### config.mk
export PLATFORM = sky130hd
export DESIGN_NAME = set_ram
export DESIGN_NICKNAME = d
export VERILOG_FILES = /design/src/rtl/cache_pkg.sv /design/src/rtl/set_ram.sv
export SDC_FILE = /design/constraint.sdc
export NUM_CORES = 1
export LEC_CHECK = 0
export BUFFER_PORTS_ARGS = -buffer_cell sky130_fd_sc_hd__buf_2
export CAP_MARGIN = 20
export CORE_MARGIN = 3
export CORE_UTILIZATION = 64
export CTS_CLUSTER_DIAMETER = 100
export CTS_CLUSTER_SIZE = 20
export DETAILED_ROUTE_END_ITERATION = 10
export GPL_TIMING_DRIVEN = 0
export PLACE_DENSITY = 0.95
export SYNTH_ARGS = -nofsm -noshare
export SYNTH_HDL_FRONTEND = slang
export SYNTH_SLANG_ARGS = --single-unit
### constraint.sdc
create_clock -name clk_in -period 3.5 [get_ports clk_in]
set_clock_uncertainty 0.05 [all_clocks]
set_input_delay 0.7 -clock clk_in [delete_from_list [all_inputs] [get_ports clk_in]]
set_output_delay 0.7 -clock clk_in [all_outputs]
set_load 0.1 [all_outputs]
### src/rtl/cache_pkg.sv
// sizes are fixed here; 4 ways only (tree PLRU), word-aligned core addresses, 12-bit byte space
package cache_pkg;

  localparam int ADDR_BITS   = 12;  // byte address
  localparam int WORD_BITS   = 32;
  localparam int LINE_BYTES  = 16;
  localparam int NUM_WAYS    = 4;
  localparam int NUM_SETS    = 4;
  localparam int OFFSET_BITS = 4;   // log2(LINE_BYTES)
  localparam int SET_BITS    = 2;
  localparam int TAG_BITS    = 6;   // ADDR_BITS - SET_BITS - OFFSET_BITS
  localparam int LRU_BITS    = 3;   // tree nodes per set, NUM_WAYS - 1
  localparam int MEM_LATENCY = 3;   // cycles from accept to response

  localparam int WAY_BITS       = 2;
  localparam int WORDS_PER_LINE = LINE_BYTES * 8 / WORD_BITS;
  localparam int LINE_IDX_BITS  = ADDR_BITS - OFFSET_BITS;
  localparam int MEM_LINES      = 2 ** LINE_IDX_BITS;  // 256 lines behind the cache
  localparam int LAT_CNT_BITS   = $clog2(MEM_LATENCY);
  localparam logic [15:0] MEM_MARK = 16'hc0de;         // high half of every reset word

  typedef logic [LINE_BYTES*8-1:0] line_t;
  typedef logic [WORD_BITS-1:0]    word_t;
  typedef logic [ADDR_BITS-1:0]    addr_t;
  typedef logic [ADDR_BITS-3:0]    word_addr_t;  // byte address without the low two bits

  // byte address split, msb first
  typedef struct packed {
    logic [TAG_BITS-1:0]    tag;
    logic [SET_BITS-1:0]    set;
    logic [OFFSET_BITS-1:0] offset;
  } addr_fields_t;

  typedef struct packed {
    logic                valid;
    logic                dirty;
    logic [TAG_BITS-1:0] tag;
  } tag_entry_t;

  typedef enum logic [1:0] {
    OP_READ  = 2'd0,
    OP_WRITE = 2'd1,
    OP_FLUSH = 2'd2
  } cache_op_e;

  typedef struct packed {
    cache_op_e op;
    addr_t     addr;   // low two bits ignored
    word_t     wdata;  // OP_WRITE only
  } core_req_t;

  typedef struct packed {
    word_t     rdata;  // zero unless OP_READ
    logic      hit;    // always zero for OP_FLUSH
    cache_op_e op;
  } core_resp_t;

  typedef struct packed {
    logic  we;
    addr_t addr;   // line address, offset bits zero
    line_t wline;
  } mem_req_t;

  typedef struct packed {
    line_t rdata;
  } mem_resp_t;

  // reset content of the lower level: mark on top, word address below
  function automatic word_t mem_init_word(input word_addr_t waddr);
    return {MEM_MARK, 16'(waddr)};
  endfunction

endpackage

### src/rtl/set_ram.sv
// async read of all ways of one set, rising-edge write per way; reset zeroes every entry
module set_ram #(
  parameter type payload_t = cache_pkg::tag_entry_t
) (
  input  logic                            clk_in,
  input  logic                            rst_N_in,
  input  logic [cache_pkg::SET_BITS-1:0]  set_idx,
  input  logic [cache_pkg::NUM_WAYS-1:0]  we,      // one strobe per way
  input  payload_t                        wdata,
  output payload_t                        rdata [cache_pkg::NUM_WAYS]
);
  import cache_pkg::*;

  payload_t mem [NUM_SETS][NUM_WAYS];  // [set][way]

  // whole set visible at once for the tag compare
  always_comb begin
    for (int w = 0; w < NUM_WAYS; w++) begin
      rdata[w] = mem[set_idx][w];
    end
  end

  always_ff @(posedge clk_in) begin
    if (!rst_N_in) begin
      for (int s = 0; s < NUM_SETS; s++) begin
        for (int w = 0; w < NUM_WAYS; w++) begin
          mem[s][w] <= payload_t'('0);  // tag entries come up invalid
        end
      end
    end else begin
      for (int w = 0; w < NUM_WAYS; w++) begin
        if (we[w]) begin
          mem[set_idx][w] <= wdata;  // same data to every enabled way
        end
      end
    end
  end

endmodule

# ---- Word-level counts from Yosys, hierarchy flattened
# Memory sizes are Yosys's and may differ from the RTL's.
# Index checks and enable logic that the tools add are counted.
dict set report word_totals {
  ff_bits 0
  ramBits 128
  in_bits 16
  n_memories 1
}
dict set report classes {
  muxes 16
  reduce_logical 1
}
# memory words width rd rd_ports_with_merged_regs wr line_no
set memory_table {}
lappend memory_table {mem 4 32 1 0 4 set_ram.sv:14} ;# payload_t mem [NUM_SETS][NUM_WAYS];
# operator count
set op_table {}
lappend op_table {{32-bit two-way mux} 1}
lappend op_table {{32-bit OR reduction} 1}
lappend op_table {{1-bit two-way mux} 13}
lappend op_table {{4-bit two-way mux} 1}
lappend op_table {{2-bit two-way mux} 1}

# ---- Depth between registers and ports, before layout
dict set report depth {
  word_depth 5
  mapped_depth 5
  depth_no_buf 2
}

# ---- Worst setup path before layout
# No wires, ideal clock.
dict set report synth_timing {
  path_type {in2out}
  from {input port set_idx[0] (netlist name)}
  to {output port rdata[10] (netlist name)}
  arrival_time_ps 1760
  t_required_ps 2750
  setup_slack_ps 990
  cell_stages 3
  cell_sequence {buf_6 buf_12 mux4_2}
}
# item line_no
set synth_lines {}
lappend synth_lines {{start: declaration} set_ram.sv:7} ;# input logic [cache_pkg::SET_BITS-1:0] set_idx,
lappend synth_lines {{end: declaration} set_ram.sv:10} ;# output payload_t rdata [cache_pkg::NUM_WAYS]

==> flow_summary.yaml <==
sta:
  finalSetupTns_ns: 0
  rsz0062_at_grt: "false"
  finalHoldViolCount: 0
  setup_violations: 0
  finalCritPeriodShare_pct: 76.3
  fmaxAchievable_mhz: 374
  drv_slew: 0
  period_minus_slack_ns: 2.67
  worstMarginPinSlew_ns: 0.865
  slew_headroom_pct: 41.7
clocking:
  cts_root_buf: "clkbuf_8"
  cts.path.max_buffers: 2
  numCtsBuffers: 17
  post_cts_buffers: 0
  cts-resized-gates: 0
  cts_tree: "yes"
  h-tree-depth: 4
  clk_pin_slew_worst_paths_ns: 0.06
  cts_sinks: 128
  hold_buffers: 0
final_layout:
  top_register: "mem"
  nNetsFinal: 466
  largest_reg_flops: 128
  insertedDiodeCount: 0
  top_regs: "mem (128)"
  area_growth_pct: 18.3
  post-route-util_pct: 78.8
  drive_above_1_share_pct: 30.7
yosys:
  synth-xor-area-share_pct: 0
  syn_area_per_cell_um2: 14.8
  synth.largest_area_cell: "edfxtp_1"
  yosysTopAreaCellShare_pct: 69.2
  synthArstFlopShare_pct: 0
  synth_adder_area_share_pct: 0
  synth_cells: 376
  synth-simple-area-share_pct: 12.0
  synth.area.top_cells: "edfxtp_1, mux4_2, nor2_1"
  yosys-top-cells-count: "edfxtp_1, nor2_1, mux4_2, nand3_1, buf_2"
  mappedNetlistArea_um2: 5550
  ys_seq_area_share_pct: 69.2
  synth_top_family_by_area: "multiplexers"
  synth.area.mux_share_pct: 13.0
  yosysWarnings: 0
  yosysUniqueCellTypes: 14
  synth_enable_flop_cells: 128
  syn-num-nets: 392
  synth-compound-area-share_pct: 1.44
  ys.flop_type: "edfxtp_1"
  ys_ff_latch: 128
detailed_routing:
  drt_iter0_drc: 405
  routed_wl_um: 13200
  vias_per_cell: 6.40
  drc_errors: 0
  drtPass1Iterations: 6
  routedWlPerCell_um: 23.3
  vias: 3638
  drtAntennaViolNets: 0
setup_path:
  required_ns: 2.75
  criticalPathCategory: "in2out"
  cp.arrival_ns: 1.92
  path_max_fanout: 10
  critPathLaunchType: "primary input"
  endpoint_kind: "output port"
power:
  p_per_area_nw_per_um2: 646
  p_leak_nw: 2.35
  max-vdd-ir-drop_mv: 0.396
worst_hold_path:
  holdCritPathClass: "in2reg"
grt:
  grt_pass1_vias: 3780
  overflow: 0
  use_met3_pct: 8.56
  grt_busiest_layer: "met2"
  grtUsageTotal_pct: 29.0
  grt_max_degree: 17
  grt_pass1_wl_um: 20600
  grt_util_met1_pct: 36.5
  antenna_found_initial: 0
  use_met2_pct: 47.4
floorplan:
  initial_utilization_pct: 66.6
  dieArea_um2: 9830
  ios: 48
  die_y_um: 99.1
  core_area_um2: 8340
  rows: 33
  die_w_um: 99.1
placement:
  dp_hpwl_um: 8690
  gp_congestion: 0.837
  io_buffers: 40
run_status:
  status: "complete, no violations"
run:
  max_cap_violations: 0
## logic make-up (layout without fill, tap and decap cells)
| family | after synthesis | in the layout |
|---|---|---|
| mux | 32 | 32 |
| simple gates | 164 | 164 |
| buf+inv | 36 | 123 |
| flops | 128 | 128 |
| compound gates | 16 | 16 |
## report_power, final
part | internal (W) | switching (W) | leakage (nW) | total (W)
clock | 0.00108 | 0.000649 | 0.268 | 0.00173
sequential | 0.00180 | 0.0000310 | 1.26 | 0.00184
combinational | 0.000148 | 0.000536 | 0.821 | 0.000684
## layer usage
metal  wire length [µm]  part of all wire [%]  vias to the layer above
met3               1410                    11                       45
met2               6680                    51                      261
met1               4690                    35                     1797
li1                   -                     -                     1535
met5                  0                     0                        -
met4                437                   3.3                        0
## final timing paths
path,depth (start not counted),slack (ns),end,start
max,4,0.83,rdata[15],set_idx[1]
min,3,0.65,mem[0][23],wdata[7]
## cell usage in the layout (no fill, tap or decap), drive strengths merged, types with 2 or more instances in the layout
| cell | instances |
|---|---|
| buf | 83 |
| bufinv | 3 |
| clkbuf | 21 |
| clkinv | 7 |
| clkinvlp | 5 |
| edfxtp | 128 |
| inv | 4 |
| mux4 | 32 |
| nand2b | 2 |
| nand3 | 32 |
| nor2 | 128 |
| o21ai | 16 |
## layout make-up
type	instances	area (µm²)
clock inverter	15	170
fill	471	1770
buffer	32	228
sequential	128	3840
inverter	4	15.0
multi-input combinational	212	1470
timing repair buffer	55	300
tap	105	131
clock buffer	17	414
## critical path: stages
cell and delay [ns]:
buf_2 0.19, buf_2 0.33, mux4_2 0.26, buf_2 0.43
## through the flow
step	instances	setup slack [ns]	power (W)	cell area, µm²	hold slack, ns
floorplan	376	0.990	0.00240	5550	0.960
global placement	521	0.812	0.00251	5880	1.15
detailed placement	536	0.791	0.00254	5980	1.16
CTS	568	0.831	0.00424	6570	0.618
global route	568	0.786	0.00434	6570	0.659
finish	568	0.828	0.00425	6570	0.652
(Power assumes the default switching activity.)
