File: src/rtl/cache_pkg.sv
// sizes are fixed here; 4 ways only (tree PLRU), word-aligned core addresses, 12-bit byte space
package cache_pkg;

  localparam int ADDR_BITS   = 12;  // byte address
  localparam int WORD_BITS   = 32;
  localparam int LINE_BYTES  = 16;
  localparam int NUM_WAYS    = 4;
  localparam int NUM_SETS    = 4;
  localparam int OFFSET_BITS = 4;   // log2(LINE_BYTES)
  localparam int SET_BITS    = 2;
  localparam int TAG_BITS    = 6;   // ADDR_BITS - SET_BITS - OFFSET_BITS
  localparam int LRU_BITS    = 3;   // tree nodes per set, NUM_WAYS - 1
  localparam int MEM_LATENCY = 3;   // cycles from accept to response

  localparam int WAY_BITS       = 2;
  localparam int WORDS_PER_LINE = LINE_BYTES * 8 / WORD_BITS;
  localparam int LINE_IDX_BITS  = ADDR_BITS - OFFSET_BITS;
  localparam int MEM_LINES      = 2 ** LINE_IDX_BITS;  // 256 lines behind the cache
  localparam int LAT_CNT_BITS   = $clog2(MEM_LATENCY);
  localparam logic [15:0] MEM_MARK = 16'hc0de;         // high half of every reset word

  typedef logic [LINE_BYTES*8-1:0] line_t;
  typedef logic [WORD_BITS-1:0]    word_t;
  typedef logic [ADDR_BITS-1:0]    addr_t;
  typedef logic [ADDR_BITS-3:0]    word_addr_t;  // byte address without the low two bits

  // byte address split, msb first
  typedef struct packed {
    logic [TAG_BITS-1:0]    tag;
    logic [SET_BITS-1:0]    set;
    logic [OFFSET_BITS-1:0] offset;
  } addr_fields_t;

  typedef struct packed {
    logic                valid;
    logic                dirty;
    logic [TAG_BITS-1:0] tag;
  } tag_entry_t;

  typedef enum logic [1:0] {
    OP_READ  = 2'd0,
    OP_WRITE = 2'd1,
    OP_FLUSH = 2'd2
  } cache_op_e;

  typedef struct packed {
    cache_op_e op;
    addr_t     addr;   // low two bits ignored
    word_t     wdata;  // OP_WRITE only
  } core_req_t;

  typedef struct packed {
    word_t     rdata;  // zero unless OP_READ
    logic      hit;    // always zero for OP_FLUSH
    cache_op_e op;
  } core_resp_t;

  typedef struct packed {
    logic  we;
    addr_t addr;   // line address, offset bits zero
    line_t wline;
  } mem_req_t;

  typedef struct packed {
    line_t rdata;
  } mem_resp_t;

  // reset content of the lower level: mark on top, word address below
  function automatic word_t mem_init_word(input word_addr_t waddr);
    return {MEM_MARK, 16'(waddr)};
  endfunction

endpackage

File: src/rtl/plru_tree.sv
// 3-node tree per set, valid for exactly 4 ways; node 0 is the root, 1 covers ways 0/1, 2 ways 2/3
module plru_tree (
  input  logic                           clk_in,
  input  logic                           rst_N_in,
  input  logic [cache_pkg::SET_BITS-1:0] set_idx,
  input  logic                           touch,      // access to touch_way this cycle
  input  logic [cache_pkg::WAY_BITS-1:0] touch_way,
  output logic [cache_pkg::WAY_BITS-1:0] victim_way
);
  import cache_pkg::*;

  logic [LRU_BITS-1:0] node_q [NUM_SETS];

  // node bit 0 points left, 1 points right
  function automatic logic [WAY_BITS-1:0] pick_victim(input logic [LRU_BITS-1:0] node);
    logic half;
    half = node[0];                          // root picks the half
    return {half, half ? node[2] : node[1]};
  endfunction

  // every node on the way's path turns away from it
  function automatic logic [LRU_BITS-1:0] point_away(input logic [LRU_BITS-1:0] node,
                                                     input logic [WAY_BITS-1:0] way);
    logic [LRU_BITS-1:0] next;
    next    = node;
    next[0] = ~way[1];
    if (way[1]) begin
      next[2] = ~way[0];
    end else begin
      next[1] = ~way[0];
    end
    return next;
  endfunction

  assign victim_way = pick_victim(node_q[set_idx]);

  always_ff @(posedge clk_in) begin
    if (!rst_N_in) begin
      for (int s = 0; s < NUM_SETS; s++) begin
        node_q[s] <= '0;  // all point at way 0
      end
    end else if (touch) begin
      node_q[set_idx] <= point_away(node_q[set_idx], touch_way);
    end
  end

  // an X way would corrupt the tree of the whole set
  a_touch_way_known : assert property (
    @(posedge clk_in) disable iff (!rst_N_in)
    touch |-> !$isunknown(touch_way)
  );

endmodule

File: config.mk
export PLATFORM = sky130hd
export DESIGN_NAME = plru_tree
export DESIGN_NICKNAME = d
export VERILOG_FILES = /design/src/rtl/cache_pkg.sv /design/src/rtl/plru_tree.sv
export SDC_FILE = /design/constraint.sdc
export NUM_CORES = 1
export LEC_CHECK = 0
export BUFFER_PORTS_ARGS = -buffer_cell sky130_fd_sc_hd__buf_2
export CORE_UTILIZATION = 45
export DETAILED_ROUTE_END_ITERATION = 10
export SYNTH_ARGS = -nofsm -noshare
export SYNTH_HDL_FRONTEND = slang
export SYNTH_SLANG_ARGS = --single-unit
File: constraint.sdc
create_clock -name clk_in -period 3.8 [get_ports clk_in]
set_clock_uncertainty 0.2 [all_clocks]
set_input_delay 0.38 -clock clk_in [delete_from_list [all_inputs] [get_ports clk_in]]
set_output_delay 0.38 -clock clk_in [all_outputs]
set_load 0.02 [all_outputs]
### Word level (Yosys, flattened, before mapping)

Memories as Yosys holds them, arrays and structs flattened.
Cells that the tools add are included.

| storage, ports and cells | value |
|---|---|
| logic and storage cells | 18 |
| flip-flop bits (word level) | 0 |
| bits in writable memories | 12 |
| input port bits | 7 |
| bits in read-only memories | 0 |
| output and inout bits | 2 |
| memories kept | 1 |
| bits in latches | 0 |

Memory list:

| memory | words | bits a word | rd ports | clocked after Yosys merged registers in | write ports | line | source |
|---|---|---|---|---|---|---|---|
| node_q | 4 | 3 | 1 | 0 | 4 | plru_tree.sv:12 | `logic [LRU_BITS-1:0] node_q [NUM_SETS];` |

| cells by class | value |
|---|---|
| shifts and indexed selects | 0 |
| bitwise operators | 2 |
| div/mod/pow operators | 0 |
| add/subtract/negate cells | 0 |
| order comparisons | 0 |
| reductions and logical operators | 1 |
| mux-type cells | 14 |
| multiply operators | 0 |
| eq/ne operators | 0 |

Operators by type and width:

| kind | count |
|---|---|
| 1-bit 2-to-1 mux | 12 |
| 3-bit 2-to-1 mux | 1 |
| 3-bit OR reduction | 1 |
| 2-bit 2-to-1 mux | 1 |
| 1-bit inverter | 2 |

### Depth between registers and ports, before layout

| logic depth | value |
|---|---|
| word-level depth | 5 |
| gate-level depth with buffers | 3 |
| depth with buffers taken out | 2 |

### Least setup slack after synthesis

OpenSTA, ideal clock, no wires.

| path | value |
|---|---|
| path kind | in2out |
| start | input port set_idx[0] in the netlist's numbering |
| end | output port victim_way[0] in the netlist's numbering |
| path slack | 1.908 ns |
| arrival | 1.312 ns |
| path buffers | 0 |
| required time | 3.220 ns |
| stages on the path | 2 |
| cells stage by stage | mux4_2 -> mux2_4 |

| on the way | value |
|---|---|
| cells in the longest elaborated chain, start to end | 2 |

Ends and longest elaborated chain:

| item | line | source |
|---|---|---|
| start, declared | plru_tree.sv:5 | `input logic [cache_pkg::SET_BITS-1:0] set_idx,` |
| memory 4 x 3 bit | - |  |
| 1-bit 2-to-1 mux | plru_tree.sv:18 | `return {half, half ? node[2] : node[1]};` |
| end, declared | plru_tree.sv:8 | `output logic [cache_pkg::WAY_BITS-1:0] victim_way` |

Every way passes these cells.

### Worst setup path after layout

Ends and elaborated chain as after synthesis.

==> flow_metrics.py <==
metrics = {
    "power": {
        "power_leakage_uw": 0.0003042,
        "p_sw_frac": 0.2526,
        "seq_power_share": 0.558,
        "clock_power_share": 0.278,
        "power.net_switching_uw": 71.86,
        "combinational_share_of_power": 0.164,
        "p_per_area_nw_per_um2": 364.3,
        "cellInternalPower_uw": 212.6,
        "vdd_ir_drop_max_uv": 218.1,
    },
    "floorplanning": {
        "fp.coreArea_um2": 1506,
        "fp.dieArea_um2": 1763,
        "start_util": 0.4776,
        "die_height_um": 41.99,
        "placement_rows": 14,
        "ios": 9,
        "die_width_um": 41.99,
    },
    "detailed_routing": {
        "ant_nets": 0,
        "wirelength_mm": 1.310,
        "drc_errors": 0,
        "detail_route.iter0.violations": 15,
        "detail_route.first_pass.iterations": 4,
        "post_drt_wl_per_cell_um": 16.58,
        "via_count": 497,
        "viasPerCell": 6.291,
    },
    "global_routing": {
        "grt_max_degree": 15,
        "number_of_antenna_violations_at_the_first_check_in_global_routing": 0,
        "grt_first_pass_wirelength_mm": 2.214,
        "global_route.usage.met1": 0.2521,
        "top_usage_layer": "met1",
        "gr-usage-met2": 0.2406,
        "globalRouteOverflowTotal": 0,
        "grtUsageTotal": 0.1768,
        "grt.met3_usage": 0.02586,
        "grt_pass1_vias": 475,
    },
    "critical_path": {
        "crit_top_cell": "sky130_fd_sc_hd__buf_2",
        "critical_path_arrival_ps": 1670,
        "critical_path_peak_fanout": 13,
        "worst_ep_required_time_ps": 3220,
        "cpPeakStageDelay_ps": 620,
        "worst-setup-path-type": "in2out",
        "cp_cell_sequence": "buf_2, mux4_1, mux2_4, buf_2",
        "cp_slowest_cell": "sky130_fd_sc_hd__mux4_1",
        "worstSetupEndpointType": "output pin",
        "setup.worst_path.start_class": "primary input",
    },
    "synthesis": {
        "synth_top_flop_cell": "sky130_fd_sc_hd__edfxtp_1",
        "largest_family_of_logic_cells_by_synthesized_area": "multiplexers",
        "postSynthNetCount": 63,
        "yosys.area_share.xor_xnor": 0,
        "synth_most_common_cell": "sky130_fd_sc_hd__edfxtp_1",
        "synthTopCellsByCount": "sky130_fd_sc_hd__edfxtp_1, sky130_fd_sc_hd__inv_1, sky130_fd_sc_hd__o21ai_0",
        "most_area_hungry_cell_type_in_the_yosys_netlist": "sky130_fd_sc_hd__edfxtp_1",
        "synth_seq_area_share": 0.5009,
        "synth_adder_area_share": 0,
        "ys_seq_elements": 12,
        "syn-cell-area_um2": 719.4,
        "synth_cell_type_count": 26,
        "netlist_instances": 56,
        "postSynth.asyncResetShare": 0,
        "synth_edf_count": 12,
        "syn_avg_cell_area_um2": 12.85,
        "synthSimpleGateAreaFrac": 0.1217,
        "area_share_of_the_largest_cell_type_after_synthesis": 0.5009,
        "synthMuxAreaShare": 0.1617,
        "synth.yosys.warnings": 0,
        "yosys-top-cells-area": "sky130_fd_sc_hd__edfxtp_1, sky130_fd_sc_hd__mux4_2, sky130_fd_sc_hd__mux2i_1",
        "synth-compound-area-share": 0.1548,
    },
    "final_layout": {
        "area_overhead_vs_synth_pct": 8.522,
        "layout.nets": 71,
        "registers.top_by_ff_count": "node_q",
        "antennaDiodeCount": 0,
        "largest_reg_flops": 12,
        "reg_top3": "node_q: 12 flops",
        "layout-drive-gt1-share": 0.2698,
        "post_layout_nonfiller_instances": 79,
    },
    "clock_tree": {
        "post_cts_setup_buffers": 0,
        "clk_root_buffer_cell": "sky130_fd_sc_hd__clkbuf_4",
        "ctsResizeCount": 0,
        "tritoncts": "done",
        "cts_num_sinks": 12,
        "clkLatencyLatePin_ps": 270,
        "h-tree-depth": 1,
        "clock_transition_time_at_the_flip_flop_clock_pins_of_the_worst_setup_and_hold_paths_ps": 80,
        "cts_max_path_buffers": 2,
        "ctsHoldBuffers": 0,
        "cts_buffers": 3,
    },
    "place": {
        "globalplace.congestion": 0.7869,
        "dp_hpwl_um": 973.4,
        "port_buffers": 8,
        "placed_cells_incl_taps": 75,
    },
    "sta": {
        "timing.final.hold_violations": 0,
        "unrepaired_setup_endpoints_after_global_routing": "no",
        "timing.final.crit_period_ps": 2253,
        "measured_slew_at_the_worst_slew_check_pin_ps": 545.8,
        "setup_viol": 0,
        "max_freq_ghz": 0.4438,
        "fin_setup_tns_ps": 0,
        "min_period_over_period": 0.5930,
        "max-slew-margin-rel": 0.6323,
        "final_max_slew_viol_count": 0,
    },
    "run_status": {
        "status": "finished, final reports clean",
    },
    "worst_hold_path": {
        "hold_path.class": "in2reg",
    },
    "flow_run": {
        "timing.max_cap.violations": 0,
    },
}
[stage by stage]
stage / hold slack [ps] / total power [uW] / area, um2 / utilization / setup slack, ps
floorplan: 441.8 / 195.4 / 719.4 / - / 1908
global placement: 489.1 / 208.5 / 754.5 / 0.5008 / 1576
detailed placement: 490.1 / 208.7 / 754.5 / 0.5008 / 1536
CTS: 354.2 / 288.6 / 780.7 / 0.5183 / 1542
global route: 368.9 / 298.4 / 780.7 / 0.5183 / 1490
finish: 362.5 / 284.4 / 780.7 / 0.5183 / 1547
[critical path: cells and delay by family]
kind                   cells  cell delay, ps
buffers and inverters      2             400
multiplexers               2             890
[layer usage]
layer,vias up,wire length [um]
li1,237,-
met1,239,666
met2,17,569
met3,4,50
met4,0,23
met5,-,0
[logic make-up (layout without fill, tap and decap cells)]
group / Yosys count / count (layout)
AOI/OAI and AO/OA: 13 / 13
and+or+nand+nor: 14 / 14
muxes: 7 / 7
DFF: 12 / 12
buffers and inverters: 10 / 17
[power by group through the flow]
stage | sequential [uW] | clock (uW) | combinational, uW
5_1_grt | 160 | 88.2 | 50.6
2_1_floorplan | 160 | 0 | 35.6
3_5_place_dp | 162 | 0 | 46.8
3_3_place_gp | 162 | 0 | 46.6
6_report | 159 | 79.2 | 46.5
4_1_cts | 159 | 82.9 | 46.9
[cells in the final DEF, fill, tap and decap left out, types with 3 or more instances in the layout]
master                     instances
sky130_fd_sc_hd__clkbuf_4          3
sky130_fd_sc_hd__o21ai_0           4
sky130_fd_sc_hd__mux2i_1           3
sky130_fd_sc_hd__buf_2             8
sky130_fd_sc_hd__inv_1             5
sky130_fd_sc_hd__edfxtp_1         12
sky130_fd_sc_hd__nor3_1            3
[layout make-up]
cell class / count / area, um2
inverters: 5 / 18.77
flip-flops and latches: 12 / 360.3
multi-input cells: 34 / 315.3
fillers: 141 / 725.7
well taps: 16 / 20.02
clock inverters: 1 / 3.754
repair buffers: 8 / 40.04
clock buffers: 3 / 22.52
[worst paths after layout]
path                      from             to  slack [ps]  cells past startpoint
setup / recovery    set_idx[0]  victim_way[0]        1550                      4
hold / removal      set_idx[1]   node_q[1][1]         360                      2
setup reg to reg  node_q[1][2]   node_q[3][2]        2140                      2
hold reg to reg   node_q[0][2]   node_q[0][2]         490                      2
Note: power is estimated with default switching activity, not from simulation.
